$ cat src/cpu_pkg.sv
`default_nettype none

package cpu_pkg;

   localparam int inst_w      = 16;
   localparam int pc_w        = 8;                        // One word per address
   localparam int reg_n       = 8;
   localparam int reg_w       = $clog2(reg_n);
   localparam int busy_w      = 3;                        // Width of a busy counter
   localparam int queue_depth = 4;
   localparam int ptr_w       = $clog2(queue_depth);
   localparam int cnt_w       = $clog2(queue_depth + 1);

   // Top two bits of every instruction
   typedef enum logic [1:0] {
      op_ld     = 2'd0,
      op_st     = 2'd1,
      op_imm_br = 2'd2,
      op_alu    = 2'd3
   } major_op_e;

   typedef enum logic [2:0] {
      jk_none   = 3'd0,
      jk_always = 3'd1,
      jk_eq     = 3'd2,
      jk_lt     = 3'd3,
      jk_le     = 3'd4,
      jk_ne     = 3'd5
   } jump_kind_e;

   // Same encoding as the ty field of ALU instructions
   typedef enum logic [3:0] {
      alu_add  = 4'd0,
      alu_sub  = 4'd1,
      alu_and  = 4'd2,
      alu_or   = 4'd3,
      alu_xor  = 4'd4,
      alu_cmp  = 4'd5,
      alu_mov  = 4'd6,
      alu_rsv  = 4'd7,
      alu_sll  = 4'd8,
      alu_slr  = 4'd9,
      alu_srl  = 4'd10,
      alu_sra  = 4'd11,
      alu_in   = 4'd12,
      alu_out  = 4'd13,
      alu_ext  = 4'd14,
      alu_nop  = 4'd15
   } alu_op_e;

endpackage

`default_nettype wire

$ cat src/controller.sv
`timescale 1ns/1ps
`default_nettype none

module controller import cpu_pkg::*; (
   input  logic              flushed,
   input  logic [inst_w-1:0] inst_id,
   output jump_kind_e        jump_inst,
   output logic              is_halt_id,
   output logic              main_mem_read_id,
   output logic              main_mem_write_id,
   output logic              from_main_mem_id,
   output logic              lock_en_id,
   output logic              unlock_en_id,
   output logic              regwrite_id,
   output logic              regwrite_adr_controll,
   output logic              out_en_id,
   output logic [1:0]        ALUsrcA_controll_id,
   output logic [1:0]        ALUsrcB_controll_id,
   output alu_op_e           ALUop_id,
   output logic [1:0]        regwrite_dat_controll_id,
   output logic [3:0]        d_id,
   output logic              use_ra,
   output logic              use_rb,
   output logic [reg_w-1:0]  ra,
   output logic [reg_w-1:0]  rb
);

   major_op_e  op;
   logic [3:0] ty;

   assign op   = major_op_e'(inst_id[15:14]);
   assign ra   = inst_id[13:11];
   assign rb   = inst_id[10:8];
   assign ty   = inst_id[7:4];
   assign d_id = inst_id[3:0];

   always_comb begin
      jump_inst                = jk_none;
      is_halt_id               = 1'b0;
      main_mem_read_id         = 1'b0;
      main_mem_write_id        = 1'b0;
      from_main_mem_id         = 1'b0;
      lock_en_id               = 1'b0;
      unlock_en_id             = 1'b0;
      regwrite_id              = 1'b0;
      regwrite_adr_controll    = 1'b0;
      out_en_id                = 1'b0;
      ALUsrcA_controll_id      = 2'd0;
      ALUsrcB_controll_id      = 2'd0;
      ALUop_id                 = alu_nop;
      regwrite_dat_controll_id = 2'd0;
      use_ra                   = 1'b0;
      use_rb                   = 1'b0;

      if (!flushed) begin
         case (op)
            op_ld: begin
               use_rb                = 1'b1;
               regwrite_id           = 1'b1;
               regwrite_adr_controll = 1'b1;               // Destination is rb
               ALUsrcB_controll_id   = 2'd2;
               from_main_mem_id      = 1'b1;
               main_mem_read_id      = 1'b1;
            end
            op_st: begin
               use_ra              = 1'b1;
               use_rb              = 1'b1;
               main_mem_write_id   = 1'b1;
               ALUsrcB_controll_id = 2'd2;
            end
            op_imm_br: begin
               case (ra)                                   // ra selects the sub-op here
                  3'd0: begin                              // LI
                     regwrite_id              = 1'b1;
                     regwrite_dat_controll_id = 2'd3;
                  end
                  3'd1: begin                              // ADDI
                     use_rb              = 1'b1;
                     regwrite_id         = 1'b1;
                     ALUop_id            = alu_add;
                     ALUsrcB_controll_id = 2'd2;
                  end
                  3'd2: begin                              // CMPI
                     use_rb              = 1'b1;
                     ALUop_id            = alu_cmp;
                     ALUsrcB_controll_id = 2'd2;
                  end
                  3'd3: begin
                     unlock_en_id = inst_id[0];
                     lock_en_id   = ~inst_id[0];
                  end
                  3'd4: begin                              // B
                     jump_inst           = jk_always;
                     ALUsrcA_controll_id = 2'd1;
                     ALUsrcB_controll_id = 2'd2;
                  end
                  3'd5: begin                              // BAL
                     jump_inst                = jk_always;
                     ALUsrcA_controll_id      = 2'd1;
                     ALUsrcB_controll_id      = 2'd2;
                     regwrite_id              = 1'b1;
                     regwrite_dat_controll_id = 2'd2;
                  end
                  3'd6: begin                              // BR
                     jump_inst           = jk_always;
                     ALUsrcB_controll_id = 2'd2;
                  end
                  default: begin                           // Conditional branches
                     ALUsrcA_controll_id = 2'd1;
                     ALUsrcB_controll_id = 2'd2;
                     case (rb)
                        3'd0:    jump_inst = jk_eq;
                        3'd1:    jump_inst = jk_lt;
                        3'd2:    jump_inst = jk_le;
                        3'd3:    jump_inst = jk_ne;
                        default: jump_inst = jk_always;
                     endcase
                  end
               endcase
            end
            op_alu: begin
               ALUop_id = alu_op_e'(ty);
               case (ty)
                  4'd0, 4'd1, 4'd2, 4'd3, 4'd4: begin
                     use_ra      = 1'b1;
                     use_rb      = 1'b1;
                     regwrite_id = 1'b1;
                  end
                  4'd5: begin                              // CMP
                     use_ra = 1'b1;
                     use_rb = 1'b1;
                  end
                  4'd6: begin                              // MOV
                     use_ra              = 1'b1;
                     ALUsrcA_controll_id = 2'd2;
                     regwrite_id         = 1'b1;
                  end
                  4'd8, 4'd9, 4'd10, 4'd11: begin          // Shifts
                     use_rb      = 1'b1;
                     regwrite_id = 1'b1;
                     if (d_id == 4'd0) begin
                        use_ra = 1'b1;                     // Amount from ra
                     end else begin
                        ALUsrcB_controll_id = 2'd1;
                     end
                  end
                  4'd12: begin                             // IN
                     regwrite_id         = 1'b1;
                     ALUsrcA_controll_id = 2'd2;
                     ALUsrcB_controll_id = 2'd3;
                  end
                  4'd13: begin                             // OUT
                     use_ra    = 1'b1;
                     use_rb    = 1'b1;
                     out_en_id = 1'b1;
                  end
                  4'd15: is_halt_id = 1'b1;
                  default: ;
               endcase
            end
         endcase
      end
   end

endmodule

`default_nettype wire

$ cat src/inst_fetch.sv
`timescale 1ns/1ps
`default_nettype none

module inst_fetch import cpu_pkg::*; (
   input  logic              clk,
   input  logic              arst_n,
   input  logic              redirect,
   input  logic [pc_w-1:0]   redirect_pc,
   output logic              imem_req,
   output logic [pc_w-1:0]   imem_addr,
   input  logic [inst_w-1:0] imem_data,
   input  logic [cnt_w-1:0]  count,
   output logic              push,
   output logic [inst_w-1:0] push_inst,
   output logic [pc_w-1:0]   push_pc
);

   logic [pc_w-1:0] pc;
   logic [pc_w-1:0] pend_pc;
   logic            pend;                                 // Word due from memory this cycle
   logic            started;
   logic            credit;

   // Queue slots not yet claimed by a word in flight
   assign credit = (count + cnt_w'(pend)) < cnt_w'(queue_depth);

   assign imem_req  = started & credit & ~redirect;
   assign imem_addr = pc;

   assign push      = pend & ~redirect;                   // Redirect kills the returning word
   assign push_inst = imem_data;
   assign push_pc   = pend_pc;

   always_ff @(posedge clk or negedge arst_n) begin
      if (!arst_n) begin
         pc      <= '0;
         pend    <= 1'b0;
         started <= 1'b0;
      end else begin
         started <= 1'b1;
         pend    <= imem_req;
         if (redirect) begin
            pc <= redirect_pc;
         end else if (imem_req) begin
            pc <= pc + 1'b1;
         end
      end
   end

   always_ff @(posedge clk) begin
      if (imem_req) begin
         pend_pc <= pc;
      end
   end

endmodule

`default_nettype wire

$ cat src/inst_queue.sv
`timescale 1ns/1ps
`default_nettype none

module inst_queue import cpu_pkg::*; (
   input  logic              clk,
   input  logic              arst_n,
   input  logic              flush,
   input  logic              push,
   input  logic [inst_w-1:0] push_inst,
   input  logic [pc_w-1:0]   push_pc,
   input  logic              pop,
   output logic              empty,
   output logic [cnt_w-1:0]  count,
   output logic [inst_w-1:0] head_inst,
   output logic [pc_w-1:0]   head_pc
);

   logic [inst_w-1:0] inst_mem [queue_depth];
   logic [pc_w-1:0]   pc_mem   [queue_depth];
   logic [ptr_w-1:0]  wr_ptr;
   logic [ptr_w-1:0]  rd_ptr;
   logic              do_push;
   logic              do_pop;

   assign do_push = push & ~flush;                        // Push lost on a flush
   assign do_pop  = pop & ~flush & ~empty;

   assign empty     = (count == '0);
   assign head_inst = inst_mem[rd_ptr];
   assign head_pc   = pc_mem[rd_ptr];

   always_ff @(posedge clk or negedge arst_n) begin
      if (!arst_n) begin
         wr_ptr <= '0;
         rd_ptr <= '0;
         count  <= '0;
      end else if (flush) begin
         wr_ptr <= '0;
         rd_ptr <= '0;
         count  <= '0;
      end else begin
         if (do_push) begin
            wr_ptr <= wr_ptr + 1'b1;                      // Wraps at queue_depth
         end
         if (do_pop) begin
            rd_ptr <= rd_ptr + 1'b1;
         end
         count <= count + cnt_w'(do_push) - cnt_w'(do_pop);
      end
   end

   always_ff @(posedge clk) begin
      if (do_push) begin
         inst_mem[wr_ptr] <= push_inst;
         pc_mem[wr_ptr]   <= push_pc;
      end
   end

endmodule

`default_nettype wire

$ cat src/decode_issue.sv
`timescale 1ns/1ps
`default_nettype none

module decode_issue import cpu_pkg::*; (
   input  logic              clk,
   input  logic              arst_n,
   input  logic              redirect,
   input  logic              ex_stall,
   input  logic [busy_w-1:0] register_invalid [reg_n],
   input  logic              empty,
   input  logic [inst_w-1:0] head_inst,
   input  logic [pc_w-1:0]   head_pc,
   output logic              pop,
   output logic              halted,
   output logic              id_valid,
   output logic [pc_w-1:0]   id_pc,
   output jump_kind_e        jump_inst,
   output logic              is_halt_id,
   output logic              main_mem_read_id,
   output logic              main_mem_write_id,
   output logic              from_main_mem_id,
   output logic              lock_en_id,
   output logic              unlock_en_id,
   output logic              regwrite_id,
   output logic              regwrite_adr_controll,
   output logic              out_en_id,
   output logic [1:0]        ALUsrcA_controll_id,
   output logic [1:0]        ALUsrcB_controll_id,
   output alu_op_e           ALUop_id,
   output logic [1:0]        regwrite_dat_controll_id,
   output logic [3:0]        d_id,
   output logic [reg_w-1:0]  ra,
   output logic [reg_w-1:0]  rb
);

   jump_kind_e       dec_jump;
   alu_op_e          dec_aluop;
   logic             dec_halt;
   logic             dec_rd;
   logic             dec_wr;
   logic             dec_from_mem;
   logic             dec_lock;
   logic             dec_unlock;
   logic             dec_regwrite;
   logic             dec_adr;
   logic             dec_out_en;
   logic             dec_use_ra;
   logic             dec_use_rb;
   logic [1:0]       dec_srca;
   logic [1:0]       dec_srcb;
   logic [1:0]       dec_dat;
   logic [3:0]       dec_d;
   logic [reg_w-1:0] dec_ra;
   logic [reg_w-1:0] dec_rb;
   logic             hazard;

   controller u_controller (
      .flushed                  (redirect),
      .inst_id                  (head_inst),
      .jump_inst                (dec_jump),
      .is_halt_id               (dec_halt),
      .main_mem_read_id         (dec_rd),
      .main_mem_write_id        (dec_wr),
      .from_main_mem_id         (dec_from_mem),
      .lock_en_id               (dec_lock),
      .unlock_en_id             (dec_unlock),
      .regwrite_id              (dec_regwrite),
      .regwrite_adr_controll    (dec_adr),
      .out_en_id                (dec_out_en),
      .ALUsrcA_controll_id      (dec_srca),
      .ALUsrcB_controll_id      (dec_srcb),
      .ALUop_id                 (dec_aluop),
      .regwrite_dat_controll_id (dec_dat),
      .d_id                     (dec_d),
      .use_ra                   (dec_use_ra),
      .use_rb                   (dec_use_rb),
      .ra                       (dec_ra),
      .rb                       (dec_rb)
   );

   // Source register still being written somewhere down the pipe
   assign hazard = (dec_use_ra && register_invalid[dec_ra] != '0) ||
                   (dec_use_rb && register_invalid[dec_rb] != '0);

   assign pop = ~empty & ~hazard & ~ex_stall & ~redirect & ~halted;

   always_ff @(posedge clk or negedge arst_n) begin
      if (!arst_n) begin
         halted <= 1'b0;
      end else if (pop && dec_halt) begin
         halted <= 1'b1;                                  // Sticky until reset
      end
   end

   always_ff @(posedge clk or negedge arst_n) begin
      if (!arst_n) begin
         id_valid          <= 1'b0;
         jump_inst         <= jk_none;
         is_halt_id        <= 1'b0;
         main_mem_read_id  <= 1'b0;
         main_mem_write_id <= 1'b0;
         from_main_mem_id  <= 1'b0;
         lock_en_id        <= 1'b0;
         unlock_en_id      <= 1'b0;
         regwrite_id       <= 1'b0;
         out_en_id         <= 1'b0;
         ALUop_id          <= alu_nop;
      end else if (redirect || (!ex_stall && !pop)) begin
         id_valid          <= 1'b0;                       // Bubble
         jump_inst         <= jk_none;
         is_halt_id        <= 1'b0;
         main_mem_read_id  <= 1'b0;
         main_mem_write_id <= 1'b0;
         from_main_mem_id  <= 1'b0;
         lock_en_id        <= 1'b0;
         unlock_en_id      <= 1'b0;
         regwrite_id       <= 1'b0;
         out_en_id         <= 1'b0;
         ALUop_id          <= alu_nop;
      end else if (pop) begin
         id_valid          <= 1'b1;
         jump_inst         <= dec_jump;
         is_halt_id        <= dec_halt;
         main_mem_read_id  <= dec_rd;
         main_mem_write_id <= dec_wr;
         from_main_mem_id  <= dec_from_mem;
         lock_en_id        <= dec_lock;
         unlock_en_id      <= dec_unlock;
         regwrite_id       <= dec_regwrite;
         out_en_id         <= dec_out_en;
         ALUop_id          <= dec_aluop;
      end
   end

   always_ff @(posedge clk) begin
      if (pop) begin
         id_pc                    <= head_pc;
         regwrite_adr_controll    <= dec_adr;
         ALUsrcA_controll_id      <= dec_srca;
         ALUsrcB_controll_id      <= dec_srcb;
         regwrite_dat_controll_id <= dec_dat;
         d_id                     <= dec_d;
         ra                       <= dec_ra;
         rb                       <= dec_rb;
      end
   end

endmodule

`default_nettype wire

$ cat src/frontend_top.sv
`timescale 1ns/1ps
`default_nettype none

module frontend_top import cpu_pkg::*; (
   input  logic              clk,
   input  logic              arst_n,
   output logic              imem_req,
   output logic [pc_w-1:0]   imem_addr,
   input  logic [inst_w-1:0] imem_data,
   input  logic              redirect,
   input  logic [pc_w-1:0]   redirect_pc,
   input  logic [busy_w-1:0] register_invalid [reg_n],
   input  logic              ex_stall,
   output logic              id_valid,
   output logic [pc_w-1:0]   id_pc,
   output jump_kind_e        jump_inst,
   output logic              is_halt_id,
   output logic              main_mem_read_id,
   output logic              main_mem_write_id,
   output logic              from_main_mem_id,
   output logic              lock_en_id,
   output logic              unlock_en_id,
   output logic              regwrite_id,
   output logic              regwrite_adr_controll,
   output logic              out_en_id,
   output logic [1:0]        ALUsrcA_controll_id,
   output logic [1:0]        ALUsrcB_controll_id,
   output alu_op_e           ALUop_id,
   output logic [1:0]        regwrite_dat_controll_id,
   output logic [3:0]        d_id,
   output logic [reg_w-1:0]  ra,
   output logic [reg_w-1:0]  rb,
   output logic              halted
);

   logic              push, pop, empty;
   logic [inst_w-1:0] push_inst, head_inst;
   logic [pc_w-1:0]   push_pc, head_pc;
   logic [cnt_w-1:0]  count;

   inst_fetch u_fetch (
      .clk         (clk),
      .arst_n      (arst_n),
      .redirect    (redirect),
      .redirect_pc (redirect_pc),
      .imem_req    (imem_req),
      .imem_addr   (imem_addr),
      .imem_data   (imem_data),
      .count       (count),
      .push        (push),
      .push_inst   (push_inst),
      .push_pc     (push_pc)
   );

   inst_queue u_queue (
      .clk       (clk),
      .arst_n    (arst_n),
      .flush     (redirect),
      .push      (push),
      .push_inst (push_inst),
      .push_pc   (push_pc),
      .pop       (pop),
      .empty     (empty),
      .count     (count),
      .head_inst (head_inst),
      .head_pc   (head_pc)
   );

   decode_issue u_issue (
      .clk                      (clk),
      .arst_n                   (arst_n),
      .redirect                 (redirect),
      .ex_stall                 (ex_stall),
      .register_invalid         (register_invalid),
      .empty                    (empty),
      .head_inst                (head_inst),
      .head_pc                  (head_pc),
      .pop                      (pop),
      .halted                   (halted),
      .id_valid                 (id_valid),
      .id_pc                    (id_pc),
      .jump_inst                (jump_inst),
      .is_halt_id               (is_halt_id),
      .main_mem_read_id         (main_mem_read_id),
      .main_mem_write_id        (main_mem_write_id),
      .from_main_mem_id         (from_main_mem_id),
      .lock_en_id               (lock_en_id),
      .unlock_en_id             (unlock_en_id),
      .regwrite_id              (regwrite_id),
      .regwrite_adr_controll    (regwrite_adr_controll),
      .out_en_id                (out_en_id),
      .ALUsrcA_controll_id      (ALUsrcA_controll_id),
      .ALUsrcB_controll_id      (ALUsrcB_controll_id),
      .ALUop_id                 (ALUop_id),
      .regwrite_dat_controll_id (regwrite_dat_controll_id),
      .d_id                     (d_id),
      .ra                       (ra),
      .rb                       (rb)
   );

endmodule

`default_nettype wire

$ cat config.mk
export PLATFORM = sky130hd
export DESIGN_NAME = frontend_top
export DESIGN_NICKNAME = d
export VERILOG_FILES = /design/src/cpu_pkg.sv /design/src/controller.sv /design/src/inst_fetch.sv /design/src/inst_queue.sv /design/src/decode_issue.sv /design/src/frontend_top.sv
export SDC_FILE = /design/constraint.sdc
export NUM_CORES = 1
export LEC_CHECK = 0
export BUFFER_PORTS_ARGS = -buffer_cell sky130_fd_sc_hd__buf_2
export CAP_MARGIN = 20
export CORE_MARGIN = 8
export CORE_UTILIZATION = 61
export DETAILED_ROUTE_END_ITERATION = 16
export GPL_TIMING_DRIVEN = 0
export PLACE_DENSITY = 0.84
export RECOVER_POWER = 100
export SYNTH_ARGS = -nofsm -noshare
export SYNTH_HDL_FRONTEND = slang
export SYNTH_HIERARCHICAL = 1
export SYNTH_SLANG_ARGS = --single-unit
export TNS_END_PERCENT = 20
$ cat constraint.sdc
create_clock -name clk -period 11.85 [get_ports clk]
set_input_delay 1.185 -clock clk [delete_from_list [all_inputs] [get_ports clk]]
set_output_delay 1.185 -clock clk [all_outputs]
set_load 0.005 [all_outputs]
## Word-level counts from Yosys, hierarchy flattened

Memory sizes are Yosys's and may differ from the RTL's. A register that Yosys moved wholly into a read port is not among the register bits.
Index checks and enable logic that the tools add are counted.

- Logic and storage cells: 191
- Memories: 2
- Output and inout bits: 51
- Memory bits (writable): 96
- Flip-flop bits (word level): 58

Memory list:

| name | words | width | rd ports | clocked after Yosys merged registers in | wr ports | RTL line | source |
|---|---|---|---|---|---|---|---|
| u_queue.inst_mem | 4 | 16 | 1 | 0 | 1 | inst_queue.sv:18 | `logic [inst_w-1:0] inst_mem [queue_depth];` |
| u_queue.pc_mem | 4 | 8 | 1 | 1 | 1 | inst_queue.sv:19 | `logic [pc_w-1:0] pc_mem [queue_depth];` |

- $add $sub $neg: 6
- Equal/unequal tests: 25
- Multiplexer cells: 78
- Bitwise operators: 19
- Reductions and logical operators: 33
- $lt $le $gt $ge: 3

Operators by type and width:

| operator | count |
|---|---|
| 2-to-1 mux 1 bit | 44 |
| equality test 4 bit (second input constant) | 7 |
| 2-to-1 mux 3 bit | 9 |
| OR reduction 11 bit | 2 |
| binary-select mux 3 bit (select 3 bit) | 2 |
| 2-to-1 mux 8 bit | 2 |
| case mux 4 bit (2 select lines) | 2 |
| equality test 3 x 2 -> 1 bit (second input constant) | 4 |
| equality test 4 x 3 -> 1 bit (second input constant) | 3 |
| 2-to-1 mux 2 bit | 6 |
| 2-to-1 mux 4 bit | 3 |
| case mux 2 bit (2 select lines) | 3 |
| case mux 3 bit (4 select lines) | 1 |
| AND 1 bit | 10 |
| OR reduction 2 bit | 5 |
| equality test 3 bit (second input constant) | 3 |
| zero test 3 bit | 3 |
| adder 8 x 1 -> 8 bit (second input constant) | 1 |
| equality test 4 x 2 -> 1 bit (second input constant) | 2 |
| greater-or-equal comparator 4 bit (second input constant) | 2 |
| zero test 4 bit | 2 |
| inverter 3 -> 4 bit | 2 |
| nonzero test 2 bit | 4 |
| OR reduction 4 bit | 2 |
| other kinds (21) | 40 |

## Depth between registers and ports, before layout

An unclocked memory read counts as a cell.

- Depth after elaboration: 17
- Depth in mapped cells: 21
- Depth with buffers taken out: 17

## By module

Netlist, hierarchy kept.

By module, submodules not included:

| module | area each (um^2) | seq. area each (um^2) | cells each | instances |
|---|---|---|---|---|
| inst_queue | 3961.3 | 3057.9 | 169 | 1 |
| decode_issue | 1632.8 | 1181.1 | 109 | 1 |
| inst_fetch | 945.9 | 490.5 | 87 | 1 |
| controller | 471.7 | 0.0 | 74 | 1 |

## Worst setup path after synthesis

OpenSTA, ideal clock, no wires.

- Path type: reg-to-reg
- Start: reg u_queue.rd_ptr[0]
- End: reg u_queue.count[2]
- Buffers on the path: 4
- Data arrival time: 4118 ps
- Setup slack: 7600 ps
- Data required time: 11718 ps
- Stages on the path, launching flop included: 22
- Cell sequence: dfrtp_1 buf_6 buf_8 mux4_2 buf_6 xor2_1 nand2b_1 a311oi_1 nand2b_1 a2111oi_0 nor4_1 a21boi_4 buf_6 o31ai_1 nor2_1 ha_1 inv_1 ha_1 inv_1 fa_1 xnor3_1 nor2_1

- Cells in the longest elaborated chain, start to end: 17
- Elaborated cells on any way between the ends: 55
- Classes of those cells: add/sub: 1; eq/ne: 16; mux: 15; bitwise: 9; reduce/logical: 13; memory: 1

Ends and longest elaborated chain:

| item | RTL line | source |
|---|---|---|
| start, declared | inst_queue.sv:21 | `logic [ptr_w-1:0] rd_ptr;` |
| start signal, assigned | inst_queue.sv:46 | `rd_ptr <= rd_ptr + 1'b1;` |
| memory read (4 x 16 bit) (*) | - |  |
| named net head_inst[12] | frontend_top.sv:37 | `logic [inst_w-1:0] push_inst, head_inst;` |
| equality test 3 x 2 -> 1 bit or equality test 3 x 1 -> 1 bit (tied branches) | controller.sv:72 | `case (ra)` |
| OR reduction 2 bit (no line) (*) | - |  |
| 2-to-1 mux 1 bit (*) | controller.sv:72 |  |
| case mux 1 bit (3 select lines) (*) | controller.sv:56 | `case (op)` |
| 2-to-1 mux 1 bit (*) | controller.sv:55 | `if (!flushed) begin` |
| named net u_issue.dec_use_rb | decode_issue.sv:48 | `logic dec_use_rb;` |
| logical AND 1 bit (*) | decode_issue.sv:83 | `(dec_use_rb && register_invalid[dec_rb] != '0);` |
| logical OR 1 bit (*) | decode_issue.sv:82 | `assign hazard = (dec_use_ra && register_invalid[dec_ra] != '0) \|\|` |
| inverter 1 bit (*) | decode_issue.sv:85 | `assign pop = ~empty & ~hazard & ~ex_stall & ~redirect & ~halted;` |
| AND 1 bit (*) (4 in series) | decode_issue.sv:85 |  |
| named net pop | frontend_top.sv:36 | `logic push, pop, empty;` |
| AND 1 bit (*) (2 in series) | inst_queue.sv:26 | `assign do_pop = pop & ~flush & ~empty;` |
| subtractor 3 x 1 -> 3 bit (*) | inst_queue.sv:48 | `count <= count + cnt_w'(do_push) - cnt_w'(do_pop);` |
| 2-to-1 mux 3 bit (*) | inst_queue.sv:37 | `end else if (flush) begin` |
| end signal, assigned | inst_queue.sv:48 |  |
| end, declared | inst_queue.sv:13 | `output logic [cnt_w-1:0] count,` |

Mark *: on every way through the listed nets, which the timed path passes. The rest lies on a longest branch. The select of a mux whose other input is x is not followed.
A chain may end at the register's enable or synchronous reset.

## Worst setup path in the final report

Same ends and word-level chain as after synthesis.

==> results.ini <==
[logic_synthesis]
ys_seq_area_frac=0.675
synth_top_family_by_area=simple AND/OR/NAND/NOR gates
synth_fa_ha_area_frac=0.0153
yosysMostFrequentCell=edfxtp_1
syn-cell-area_um2=7010
ys_types=63
async_reset_ff_frac=0.209
syn_nets=499
synthSimpleGateAreaFrac=0.0905
avgSynthCellArea_um2=16.0
synth_compound_area_frac=0.0623
yosys_warnings=6
syn_inst=439
synth_seq_cells=163
synth-edff-count=129
yosysTopAreaCellShare=0.552
synth_area_leader_cell=edfxtp_1
synthMuxAreaShare=0.0880
synthXorXnorAreaFrac=0.0105
synth_area_leaders=edfxtp_1 55%, dfrtp_1 11%, mux4_2 5.8%
synth_common_cells=129 x edfxtp_1, 30 x dfrtp_1, 28 x buf_4
synth_flop_cell=edfxtp_1

[flow_run]
max_cap_violations=2

[critical_path]
worstReg2RegStart=u_queue/rd_ptr[0]
cp.arrival_ns=8.11
crit_required_ns=12.14
worstPathMaxFanout=36
startpoint_type=flop
cp-end-kind=flop
crit_type=flop to flop
cp-startpoint=u_queue/rd_ptr[0]

[clocking]
cts_htree_levels=4
cts_tree=yes
cts_root_buf=clkbuf_16
cts_buffer_depth=2
clk_latency_ns=0.42
numCtsBuffers=17
cts_setup_buffers=0
clk_pin_slew_ns=0.06
numClockSinks=163
hold_buffers=0
post_cts_resized=0

[power_and_ir_drop]
p_sw_uw=247
comb_power_share=0.037
pwr-share-clk=0.449
seqPwrFrac=0.514
power_density_nw_per_um2=153
swShare=0.200
p_int_uw=987
power.leakage_nw=2.92
ir_drop_mv=0.103

[floorplan]
die_x_um=123
boundaryPins=103
start_util=0.619
core-area_um2=11300
num_rows=39
fp.dieH_um=123
dieArea_um2=15200

[drt]
drt_first_iter_violations=363
final_antenna_net_count=0
dr.pass1.iters=5
vias=4205
wl_per_cell_um=21.0
drt_wl_total_um=14800
via_per_inst=5.97
drc=0

[final_layout]
nets=608
n_antenna_cell=0
syn_to_final_growth_pct=15.0
fin_area_um2=8060
final_core_util=0.712
fillers=726
regArea_um2=4730
multiInputGateArea_um2=1860
drive_gt1_frac=0.219

[global_route]
gr-total-overflow=0
grt_pass1_wl_um=22800
grt_max_degree=37
antenna_found_initial=0
grt_pass1_vias=4424
grt_use_total=0.202

[sta]
hold_violations=0
fmax_mhz=128
period_needed_ns=7.82
holdWs_ns=0.492
fin_crit_sh=0.660
rsz0062_at_grt=no
clock_skew_ns=0.00486
fin_ws_ns=4.03
slew_headroom=-0.347
worstMarginPinSlew_ns=2.02
finalMaxSlewViolations=72
setup_violations=0
setup_tns_ns=0

[placement]
place.gp.congestion=0.816
dp_slack_ns=6.82
io_buffers=86
place_area_um2=7730
place_hpwl_um=10000

[worst_hold_path]
min_from=u_issue/id_valid
holdCritPathClass=flop to flop

[status]
violations=capacitance limit, slew limit
outcome=complete, but fails checks

-- final timing paths --
check	endpoint	slack, ns	cells after the start
setup / recovery	u_queue/count[2]	4.03	21
hold / removal	u_issue/id_valid	0.49	1
setup reg to reg	u_queue/count[2]	4.03	21
hold reg to reg	u_issue/id_valid	0.49	1
max in group asynchronous	u_fetch/imem_addr[6]	9.47	1
min in group asynchronous	u_issue/from_main_mem_id	1.28	1
-- cells by family after synthesis --
logic type | after synthesis
other | 1
AOI/OAI and AO/OA | 56
adders and majority gates | 8
DFF | 163
buffers and inverters | 64
muxes | 29
and+or+nand+nor | 112
xor gates and xnor gates | 6
-- state kept, by name, indices dropped and copies added (netlist names), 3 cells and up --
signal             cells
u_issue/ALUop_id       4
u_fetch/imem_addr      8
u_queue/pc_mem        32
u_issue/jump_inst      3
u_issue/ra             3
u_queue/count          3
u_issue/d_id           4
u_queue/inst_mem      64
u_issue/id_pc          8
u_issue/rb             3
u_fetch/push_pc        8
-- routing by layer --
metal  global-route usage  share of wire  up-vias
li1                     -              -     1911
met1                0.233           0.39     2067
met2                0.348           0.50      187
met3               0.0516          0.074       40
met4               0.0971          0.033        0
met5                    0              0        -
-- through the flow --
stage	cells	total power, mW
floorplan	439	0.672
global placement	668	0.691
detailed placement	672	0.696
CTS	704	1.25
global route	704	1.27
finish	704	1.23
-- power by group through the flow --
stage	logic [mW]	registers (mW)	clock network, mW
after global placement	0.0462	0.645	0
after floorplan	0.0273	0.644	0
after detailed placement	0.0495	0.646	0
after global routing	0.0501	0.636	0.585
final	0.0454	0.635	0.555
after CTS	0.0499	0.635	0.563
-- worst max-delay path, stage by stage (launching register included) --
cell,delay (ns)
dfrtp_1,0.33
clkbuf_1,0.58
clkbuf_1,0.65
mux4_2,0.61
clkbuf_1,0.21
xor2_1,0.22
nand2b_1,0.09
a311oi_1,0.18
nand2b_1,0.16
a2111oi_0,0.09
nor4_1,0.44
a21boi_0,0.87
clkbuf_1,1.52
o31ai_1,0.30
nor2_1,0.23
ha_1,0.25
inv_1,0.06
ha_1,0.13
inv_1,0.05
fa_1,0.38
xnor3_1,0.25
nor2_1,0.05
-- area by class of cell --
class | instances | area share
Buffer | 46 | 0.0264
Clock inverter | 12 | 0.0194
Clock buffer | 20 | 0.0566
Tap cell | 143 | 0.0222
Sequential cell | 163 | 0.587
Multi-Input combinational cell | 212 | 0.231
Inverter | 18 | 0.00838
Timing Repair Buffer | 90 | 0.0497
-- cells in the final DEF, fill, tap and decap left out, types with 4 or more instances in the layout --
cell type / netlist / routed
nand3_1: 11 / 11
inv_1: 18 / 18
nand2b_1: 8 / 8
nor4_1: 15 / 15
clkbuf_1: 7 / 74
nand4_1: 4 / 4
nor3_1: 10 / 10
dfrtp_1: 30 / 30
nor2_1: 19 / 19
a22o_1: 7 / 7
nor4b_1: 4 / 4
edfxtp_1: 129 / 129
or4_1: 6 / 6
clkinvlp_4: 0 / 4
buf_2: 4 / 54
nand2_1: 12 / 12
a21o_1: 4 / 4
mux4_1: 6 / 6
mux4_2: 18 / 18
a21oi_1: 9 / 9
a31oi_1: 4 / 4
nor2b_1: 8 / 8
clkbuf_16: 0 / 17
ha_1: 7 / 7
clkbuf_4: 0 / 4
and2_0: 0 / 4
(Power assumes the default switching activity.)
